`src/source/z80_block_pkg.sv`:
```
/* Shared types and encodings for the block compare subsystem.
   Flag bits 3 and 5 are not modelled and pass through untouched. */

package z80_block_pkg;

    // ####################
    // data widths
    // ####################

    typedef logic [7:0]  byte_t;
    typedef logic [15:0] word_t;
    typedef logic [4:0]  xpt_t;
    typedef logic [7:0]  flags_t;

    // ####################
    // F register bit positions
    // ####################

    localparam int FLAG_S  = 7;
    localparam int FLAG_Z  = 6;
    localparam int FLAG_H  = 4;
    localparam int FLAG_PV = 2;
    localparam int FLAG_N  = 1;
    localparam int FLAG_C  = 0;

    // ####################
    // state machines
    // ####################

    typedef enum logic [1:0] {
        EX_IDLE,
        EX_STEP,
        EX_WAIT
    } exec_state_e;

    // fe_hold drains a read that was still in flight when the instruction ended.
    typedef enum logic [1:0] {
        FE_IDLE,
        FE_REQ,
        FE_WAIT,
        FE_HOLD
    } fetch_state_e;

endpackage

```
`src/source/block_fetch_unit.sv`:
```
/* One read outstanding at a time; a count of 0 means 65536 bytes.
   A request is withdrawn if flush arrives before it is accepted. */
`timescale 1ns/1ps

module block_fetch_unit (
    input  logic                 clk,
    input  logic                 rst_n,
    input  logic                 start,
    input  z80_block_pkg::word_t start_addr,
    input  z80_block_pkg::word_t start_count,
    input  logic                 dir,
    input  logic                 flush,
    input  logic                 fifo_space,
    input  logic                 mem_ready,
    input  logic                 mem_rvalid,
    input  z80_block_pkg::byte_t mem_rdata,
    output logic                 mem_valid,
    output z80_block_pkg::word_t mem_addr,
    output logic                 push,
    output z80_block_pkg::byte_t push_data
);

    z80_block_pkg::fetch_state_e state;
    z80_block_pkg::word_t        addr;
    logic [16:0]                 remaining;
    logic                        accept;

    // space only shrinks on a push, so a raised request stays raised until accepted.
    assign mem_valid = (state == z80_block_pkg::FE_REQ) && fifo_space;
    assign mem_addr  = addr;
    assign accept    = mem_valid && mem_ready;
    assign push      = (state == z80_block_pkg::FE_WAIT) && mem_rvalid && !flush;
    assign push_data = mem_rdata;

    always_ff @(posedge clk) begin
        if (!rst_n) begin
            state     <= z80_block_pkg::FE_IDLE;
            remaining <= '0;
        end else begin
            if (start) begin
                remaining <= (start_count == '0) ? 17'h1_0000 : {1'b0, start_count};
            end else if (flush) begin
                remaining <= '0;
            end else if (accept) begin
                remaining <= remaining - 17'd1;
            end

            case (state)
                z80_block_pkg::FE_IDLE: begin
                    if (start) begin
                        state <= z80_block_pkg::FE_REQ;
                    end
                end
                z80_block_pkg::FE_REQ: begin
                    if (flush) begin
                        state <= accept ? z80_block_pkg::FE_HOLD : z80_block_pkg::FE_IDLE;
                    end else if (accept) begin
                        state <= z80_block_pkg::FE_WAIT;
                    end
                end
                z80_block_pkg::FE_WAIT: begin
                    if (mem_rvalid) begin
                        state <= (remaining != '0 && !flush) ? z80_block_pkg::FE_REQ
                                                             : z80_block_pkg::FE_IDLE;
                    end else if (flush) begin
                        state <= z80_block_pkg::FE_HOLD;
                    end
                end
                default: begin
                    // the next instruction may already have started while we drain.
                    if (mem_rvalid) begin
                        state <= (start || remaining != '0) ? z80_block_pkg::FE_REQ
                                                            : z80_block_pkg::FE_IDLE;
                    end
                end
            endcase
        end
    end

    always_ff @(posedge clk) begin
        if (start) begin
            addr <= start_addr;
        end else if (accept) begin
            addr <= dir ? addr - 16'd1 : addr + 16'd1;
        end
    end

endmodule

```
`src/source/operand_fifo.sv`:
```
/* FIFO_DEPTH must be a power of two, 2 or more.
   One slot stays reserved for the read that is in flight. */
`timescale 1ns/1ps

module operand_fifo #(
    parameter int FIFO_DEPTH = 4
) (
    input  logic                 clk,
    input  logic                 rst_n,
    input  logic                 flush,
    input  logic                 push,
    input  z80_block_pkg::byte_t push_data,
    input  logic                 pop,
    output z80_block_pkg::byte_t pop_data,
    output logic                 empty,
    output logic                 fifo_space
);

    localparam int PTR_W = $clog2(FIFO_DEPTH);
    localparam logic [PTR_W:0] SPACE_LIMIT = (PTR_W + 1)'(FIFO_DEPTH - 1);

    z80_block_pkg::byte_t mem [FIFO_DEPTH];
    logic [PTR_W-1:0]     wr_ptr;
    logic [PTR_W-1:0]     rd_ptr;
    logic [PTR_W:0]       count;
    logic                 do_push;
    logic                 do_pop;

    assign do_push    = push && !flush;
    assign do_pop     = pop && !flush && (count != '0);
    assign pop_data   = mem[rd_ptr];
    assign empty      = (count == '0);
    assign fifo_space = count < SPACE_LIMIT;

    always_ff @(posedge clk) begin
        if (!rst_n || flush) begin
            wr_ptr <= '0;
            rd_ptr <= '0;
            count  <= '0;
        end else begin
            if (do_push) begin
                wr_ptr <= wr_ptr + 1'b1;
            end
            if (do_pop) begin
                rd_ptr <= rd_ptr + 1'b1;
            end
            case ({do_push, do_pop})
                2'b10:   count <= count + 1'b1;
                2'b01:   count <= count - 1'b1;
                default: count <= count;
            endcase
        end
    end

    always_ff @(posedge clk) begin
        if (do_push) begin
            mem[wr_ptr] <= push_data;
        end
    end

endmodule

```
`src/source/cp_step_decoder.sv`:
```
/* Pure decode of timing states 4 to 9 for CPI, CPD, CPIR and CPDR.
   Any other state number gives no strobe. */
`timescale 1ns/1ps

module cp_step_decoder (
    input  logic                enable,
    input  z80_block_pkg::xpt_t xpt,
    input  logic                dir,
    output logic                step_read,
    output logic                latch_operand,
    output logic                write_szh,
    output logic                write_bc_pv,
    output logic                write_hl_n,
    output logic                hl_sub,
    output logic                hl_add,
    output logic                last_step
);

    always_comb begin
        step_read     = 1'b0;
        latch_operand = 1'b0;
        write_szh     = 1'b0;
        write_bc_pv   = 1'b0;
        write_hl_n    = 1'b0;
        hl_sub        = 1'b0;
        hl_add        = 1'b0;
        last_step     = 1'b0;
        if (enable) begin
            case (xpt)
                // 4 and 5 only hold the read phase open.
                5'd4, 5'd5: begin
                    step_read = 1'b1;
                end
                5'd6: begin
                    step_read     = 1'b1;
                    latch_operand = 1'b1;
                end
                5'd7: begin
                    write_szh = 1'b1;
                end
                5'd8: begin
                    write_bc_pv = 1'b1;
                end
                5'd9: begin
                    write_hl_n = 1'b1;
                    hl_sub     = dir;
                    hl_add     = !dir;
                    last_step  = 1'b1;
                end
                default: begin
                    step_read = 1'b0;
                end
            endcase
        end
    end

endmodule

```
`src/source/compare_execute_unit.sv`:
```
/* Carry and flag bits 3 and 5 keep their command values.
   Repeat forms take no extra timing states. */
`timescale 1ns/1ps

module compare_execute_unit (
    input  logic                  clk,
    input  logic                  rst_n,
    input  logic                  cmd_valid,
    input  logic                  cmd_dir,
    input  logic                  cmd_repeat,
    input  z80_block_pkg::byte_t  cmd_a,
    input  z80_block_pkg::word_t  cmd_bc,
    input  z80_block_pkg::word_t  cmd_hl,
    input  z80_block_pkg::flags_t cmd_f,
    input  z80_block_pkg::byte_t  pop_data,
    input  logic                  empty,
    output logic                  cmd_ready,
    output logic                  start,
    output z80_block_pkg::word_t  start_addr,
    output z80_block_pkg::word_t  start_count,
    output logic                  dir,
    output logic                  pop,
    output logic                  flush,
    output logic                  done,
    output z80_block_pkg::word_t  res_bc,
    output z80_block_pkg::word_t  res_hl,
    output z80_block_pkg::flags_t res_f
);

    z80_block_pkg::exec_state_e state;
    z80_block_pkg::xpt_t        xpt;
    z80_block_pkg::byte_t       a_reg;
    z80_block_pkg::byte_t       operand;
    z80_block_pkg::word_t       bc_reg;
    z80_block_pkg::word_t       hl_reg;
    z80_block_pkg::flags_t      f_reg;
    z80_block_pkg::word_t       bc_next;
    logic                       repeat_reg;
    logic                       accept;
    logic                       finish;
    logic [8:0]                 diff;
    logic [4:0]                 half_diff;
    logic                       step_read;
    logic                       latch_operand;
    logic                       write_szh;
    logic                       write_bc_pv;
    logic                       write_hl_n;
    logic                       hl_sub;
    logic                       hl_add;
    logic                       last_step;

    cp_step_decoder cp_step_decoder_inst (
        .enable        (state != z80_block_pkg::EX_IDLE),
        .xpt           (xpt),
        .dir           (dir),
        .step_read     (step_read),
        .latch_operand (latch_operand),
        .write_szh     (write_szh),
        .write_bc_pv   (write_bc_pv),
        .write_hl_n    (write_hl_n),
        .hl_sub        (hl_sub),
        .hl_add        (hl_add),
        .last_step     (last_step)
    );

    assign cmd_ready   = (state == z80_block_pkg::EX_IDLE);
    assign accept      = cmd_valid && cmd_ready;
    assign start_addr  = hl_reg;
    assign start_count = bc_reg;
    assign pop         = latch_operand && step_read && !empty;
    assign flush       = done;
    assign res_bc      = bc_reg;
    assign res_hl      = hl_reg;
    assign res_f       = f_reg;

    // the borrow out of bit 3 is the Z80 H flag for a subtract.
    assign diff      = {1'b0, a_reg} - {1'b0, operand};
    assign half_diff = {1'b0, a_reg[3:0]} - {1'b0, operand[3:0]};
    assign bc_next   = bc_reg - 16'd1;
    assign finish    = !repeat_reg || (bc_reg == '0) || f_reg[z80_block_pkg::FLAG_Z];

    // ####################
    // sequencing
    // ####################

    always_ff @(posedge clk) begin
        if (!rst_n) begin
            state <= z80_block_pkg::EX_IDLE;
            xpt   <= 5'd4;
            start <= 1'b0;
            done  <= 1'b0;
        end else begin
            start <= 1'b0;
            done  <= 1'b0;
            if (state == z80_block_pkg::EX_IDLE) begin
                if (accept) begin
                    state <= z80_block_pkg::EX_STEP;
                    xpt   <= 5'd4;
                    start <= 1'b1;
                end
            end else if (latch_operand && empty) begin
                state <= z80_block_pkg::EX_WAIT;
            end else if (last_step) begin
                if (finish) begin
                    state <= z80_block_pkg::EX_IDLE;
                    done  <= 1'b1;
                end else begin
                    xpt <= 5'd4;
                end
            end else begin
                state <= z80_block_pkg::EX_STEP;
                xpt   <= xpt + 5'd1;
            end
        end
    end

    // ####################
    // registers and flags
    // ####################

    always_ff @(posedge clk) begin
        if (accept) begin
            a_reg      <= cmd_a;
            bc_reg     <= cmd_bc;
            hl_reg     <= cmd_hl;
            f_reg      <= cmd_f;
            dir        <= cmd_dir;
            repeat_reg <= cmd_repeat;
        end else begin
            if (pop) begin
                operand <= pop_data;
            end
            if (write_szh) begin
                f_reg[z80_block_pkg::FLAG_S] <= diff[7];
                f_reg[z80_block_pkg::FLAG_Z] <= (diff[7:0] == 8'h00);
                f_reg[z80_block_pkg::FLAG_H] <= half_diff[4];
            end
            if (write_bc_pv) begin
                bc_reg                        <= bc_next;
                f_reg[z80_block_pkg::FLAG_PV] <= (bc_next != '0);
            end
            if (write_hl_n) begin
                f_reg[z80_block_pkg::FLAG_N] <= 1'b1;
                if (hl_sub) begin
                    hl_reg <= hl_reg - 16'd1;
                end else if (hl_add) begin
                    hl_reg <= hl_reg + 16'd1;
                end
            end
        end
    end

endmodule

```
`src/source/block_compare_top.sv`:
```
/* Memory returns must arrive in order, one per accepted read.
   FIFO_DEPTH is a power of two, 2 or more. */
`timescale 1ns/1ps

module block_compare_top #(
    parameter int FIFO_DEPTH = 4
) (
    input  logic                  clk,
    input  logic                  rst_n,
    input  logic                  cmd_valid,
    input  logic                  cmd_dir,
    input  logic                  cmd_repeat,
    input  z80_block_pkg::byte_t  cmd_a,
    input  z80_block_pkg::word_t  cmd_bc,
    input  z80_block_pkg::word_t  cmd_hl,
    input  z80_block_pkg::flags_t cmd_f,
    output logic                  cmd_ready,
    output logic                  mem_valid,
    output z80_block_pkg::word_t  mem_addr,
    input  logic                  mem_ready,
    input  logic                  mem_rvalid,
    input  z80_block_pkg::byte_t  mem_rdata,
    output logic                  done,
    output z80_block_pkg::word_t  res_bc,
    output z80_block_pkg::word_t  res_hl,
    output z80_block_pkg::flags_t res_f
);

    logic                 start;
    logic                 dir;
    logic                 flush;
    logic                 push;
    logic                 pop;
    logic                 empty;
    logic                 fifo_space;
    z80_block_pkg::word_t start_addr;
    z80_block_pkg::word_t start_count;
    z80_block_pkg::byte_t push_data;
    z80_block_pkg::byte_t pop_data;

    block_fetch_unit block_fetch_unit_inst (
        .clk         (clk),
        .rst_n       (rst_n),
        .start       (start),
        .start_addr  (start_addr),
        .start_count (start_count),
        .dir         (dir),
        .flush       (flush),
        .fifo_space  (fifo_space),
        .mem_ready   (mem_ready),
        .mem_rvalid  (mem_rvalid),
        .mem_rdata   (mem_rdata),
        .mem_valid   (mem_valid),
        .mem_addr    (mem_addr),
        .push        (push),
        .push_data   (push_data)
    );

    operand_fifo #(
        .FIFO_DEPTH (FIFO_DEPTH)
    ) operand_fifo_inst (
        .clk        (clk),
        .rst_n      (rst_n),
        .flush      (flush),
        .push       (push),
        .push_data  (push_data),
        .pop        (pop),
        .pop_data   (pop_data),
        .empty      (empty),
        .fifo_space (fifo_space)
    );

    compare_execute_unit compare_execute_unit_inst (
        .clk         (clk),
        .rst_n       (rst_n),
        .cmd_valid   (cmd_valid),
        .cmd_dir     (cmd_dir),
        .cmd_repeat  (cmd_repeat),
        .cmd_a       (cmd_a),
        .cmd_bc      (cmd_bc),
        .cmd_hl      (cmd_hl),
        .cmd_f       (cmd_f),
        .pop_data    (pop_data),
        .empty       (empty),
        .cmd_ready   (cmd_ready),
        .start       (start),
        .start_addr  (start_addr),
        .start_count (start_count),
        .dir         (dir),
        .pop         (pop),
        .flush       (flush),
        .done        (done),
        .res_bc      (res_bc),
        .res_hl      (res_hl),
        .res_f       (res_f)
    );

endmodule

```
`config.mk`:
```
export PLATFORM = sky130hd
export DESIGN_NAME = block_compare_top
export DESIGN_NICKNAME = d
export VERILOG_FILES = /design/src/source/z80_block_pkg.sv /design/src/source/block_fetch_unit.sv /design/src/source/operand_fifo.sv /design/src/source/cp_step_decoder.sv /design/src/source/compare_execute_unit.sv /design/src/source/block_compare_top.sv
export SDC_FILE = /design/constraint.sdc
export NUM_CORES = 1
export LEC_CHECK = 0
export BUFFER_PORTS_ARGS = -buffer_cell sky130_fd_sc_hd__buf_2
export CAP_MARGIN = 20
export CORE_MARGIN = 2
export CORE_UTILIZATION = 40
export DETAILED_ROUTE_END_ITERATION = 12
export GPL_TIMING_DRIVEN = 0
export PLACE_DENSITY = 0.69
export SLEW_MARGIN = 40
export SYNTH_ARGS = -nofsm -noshare
export SYNTH_HDL_FRONTEND = slang
export SYNTH_HIERARCHICAL = 1
export SYNTH_SLANG_ARGS = --single-unit
```
`constraint.sdc`:
```
create_clock -name clk -period 4.48 [get_ports clk]
set_input_delay 0.896 -clock clk [delete_from_list [all_inputs] [get_ports clk]]
set_output_delay 0.896 -clock clk [all_outputs]
set_load 0.05 [all_outputs]
```
==> results.json <==
{
  "synth_area_leaders": "edfxtp_1, dfxtp_1, ha_1",
  "min_period_over_period_pct": 85.7,
  "tns_ns": 0,
  "dpl.hpwl_um": 16800,
  "area_growth_syn_to_layout_pct": 16.6,
  "die_area_um2": 23800,
  "setup_viol": 0,
  "cts_buffer_depth": 2,
  "portBuffers": 113,
  "r2r_end": "compare_execute_unit_inst/res_hl[13]",
  "synth_mux_area_share_pct": 2.81,
  "num_vias": 7450,
  "routedWlPerCell_um": 17.0,
  "cts_resized": 0,
  "setup_slack_ns": 0.639,
  "whs_endpoint": "block_fetch_unit_inst/remaining[13]",
  "layout-drive-gt1-share_pct": 22.2,
  "syn_area_per_cell_um2": 9.87,
  "critPathKind": "flip-flop to flip-flop",
  "first_global_vias": 7108,
  "slew_violations": 0,
  "path_clk_slew_ns": 0.07,
  "reg_top3": "operand_fifo_inst/mem (32), block_fetch_unit_inst/remaining (17)",
  "hp-class": "flip-flop to flip-flop",
  "grt_usage_pct": 19.4,
  "ant_nets": 0,
  "yosysSeqAreaShare_pct": 43.4,
  "register_area_um2": 3920,
  "fp-row-count": 54,
  "critical_path_required_ns": 4.66,
  "async_flop_share_pct": 0,
  "finClkSkew_ns": 0.0144,
  "synth-compound-area-share_pct": 16.8,
  "synth_top_area_share_pct": 35.2,
  "max_freq_ghz": 0.260,
  "final_area_um2": 10500,
  "nets": 1159,
  "die_x_um": 154,
  "slew_headroom_pct": 46.9,
  "io_pins": 122,
  "cap_violations": 0,
  "holdWs_ns": 0.541,
  "dieHeight_um": 154,
  "synth_top_area_cell": "edfxtp_1",
  "synth_edf_count": 106,
  "largest_register": "operand_fifo_inst/mem",
  "arrival_ns": 4.02,
  "yosysMostFrequentCell": "edfxtp_1",
  "p_leak_nw": 4.10,
  "wl_met3_um": 1490,
  "synth_common_cells": "edfxtp_1, nand2_1, nor2_1, a21oi_1, o21ai_0",
  "clock_latency_ns": 0.43,
  "placed_area_um2": 9960,
  "cts-root-buf": "clkbuf_16",
  "synth_top_family_by_area": "simple AND/OR/NAND/NOR gates",
  "worst_r2r_startpoint": "compare_execute_unit_inst/state[1]",
  "status": "finished, final reports clean",
  "n_antenna_cell": 0,
  "finalHoldViolations": 0,
  "drc": 0,
  "fillers": 2065,
  "start_util_pct": 41.0,
  "dpl_worst_slack_ns": 0.519,
  "path_max_fanout": 17,
  "top_layer": "met4",
  "yosys_warnings": 6,
  "core_um2": 22000,
  "wl_met1_um": 10400,
  "htree_levels": 4,
  "cp-start-kind": "flip-flop",
  "cp-end-kind": "flip-flop",
  "synthCells": 915,
  "cts_buffers": 17,
  "yosysUniqueCellTypes": 87,
  "grt_max_degree": 23,
  "ys.flop_type": "edfxtp_1",
  "synthesis.nets": 1026,
  "layout_min_cycle_time_ns": 3.84,
  "netlist_area_um2": 9030,
  "ys_seq_elements": 143,
  "tightest_slew_ns": 0.793,
  "gp_congestion": 0.899,
  "routed_via_density": 5.56,
  "reg2reg_depth": 11,
  "min_path_cells": 2,
  "wl_met2_um": 10400,
  "grt_first_pass_wirelength_um": 36500,
  "holdCritStartpoint": "block_fetch_unit_inst/remaining[13]",
  "drt_iter0_drc": 515,
  "antenna_found_initial": 0,
  "dr.pass1.iters": 6,
  "ctsHoldBuffers": 0,
  "synth-xor-area-share_pct": 3.59,
  "synthSimpleGateAreaFrac_pct": 19.7,
  "overflow": 0,
  "multi_input_area_um2": 4520,
  "ff2ff_setup_slack_ns": 0.64,
  "postCtsSetupBuffers": 0,
  "drt_wl_total_um": 22800,
  "cts_tree": "built",
  "ir_drop_v": 0.000256,
  "largest_register_ffs": 32,
  "yosys.area_share.adder_pct": 6.90,
  "rsz0062_at_grt": "no",
  "cts.sink_count": 143,
  "p_per_area_nw_per_um2": 360
}
[layout make-up]
cell class	instances	share of cell area, %
plain buffers	74	4.42
clock buffers	17	4.04
inverters	39	1.39
well taps	280	3.33
multi-input cells	659	42.9
clock inverters	15	1.18
repair buffers	114	5.48
flip-flops and latches	143	37.3
[metal layers]
metal,up-vias,GRT usage [%]
met5,-,0
li1,3646,-
met3,39,4.15
met2,242,31.1
met4,0,6.83
met1,3523,25.9
[power breakdown]
group          internal (mW)  switching, mW
sequential              1.52         0.0763
clock                  0.725          0.620
combinational          0.309          0.547
[cell usage in the layout (no fill, tap or decap), types with 10 or more instances in the layout]
cell and instances:
a211oi_1 10, a21oi_1 57, nand2_1 82, nor3_1 30
ha_1 45, edfxtp_1 106, a31oi_1 11, nor2_1 74
clkbuf_1 22, nand2b_1 11, nand3_1 24, o21ai_0 55
a21o_1 11, xnor2_1 20, clkbuf_16 17, and3_1 10
buf_2 117, inv_1 38, buf_4 42, dfxtp_1 37
xor2_1 17, o21a_1 10, nor4_1 11
[cells by family (layout without fill, tap and decap cells)]
| kind of cell | count (synthesis) | in the layout |
|---|---|---|
| flops | 143 | 143 |
| simple gates | 330 | 330 |
| buf+inv | 113 | 259 |
| xor+xnor | 37 | 37 |
| mux | 15 | 15 |
| compound gates | 229 | 229 |
| fa+ha+maj | 48 | 48 |
[worst max path at each step]
stage,from,to,slack (ns),cells after the start
after global routing,compare_execute_unit_inst/state[1],compare_execute_unit_inst/res_hl[13],0.36,11
after floorplan,compare_execute_unit_inst/state[0],compare_execute_unit_inst/res_hl[13],0.88,11
after detailed placement,compare_execute_unit_inst/dir,compare_execute_unit_inst/res_hl[13],0.52,9
final,compare_execute_unit_inst/state[1],compare_execute_unit_inst/res_hl[13],0.64,11
after CTS,compare_execute_unit_inst/dir,compare_execute_unit_inst/res_hl[13],0.51,9
after global placement,compare_execute_unit_inst/dir,compare_execute_unit_inst/res_hl[13],0.28,9
[metrics by stage]
step | power, mW | util [%] | instances
3_5_place_dp | 2.47 | 45.2 | 1308
3_3_place_gp | 2.45 | 45.2 | 1308
2_1_floorplan | 2.25 | - | 915
4_1_cts | 3.81 | 47.7 | 1340
6_report | 3.79 | 47.8 | 1341
5_1_grt | 3.97 | 47.8 | 1341
[critical path, cell delays in order (launching register included)]
cell	delay, ns
dfxtp_1	0.39
nor2_1	0.12
inv_1	0.24
nand4bb_4	0.17
nor3_4	0.68
ha_1	0.41
a21o_1	0.19
a21oi_1	0.22
a21oi_1	0.13
o41ai_1	0.71
a21boi_0	0.25
nor3_1	0.06
No activity file was read; power rests on OpenSTA's default activity.
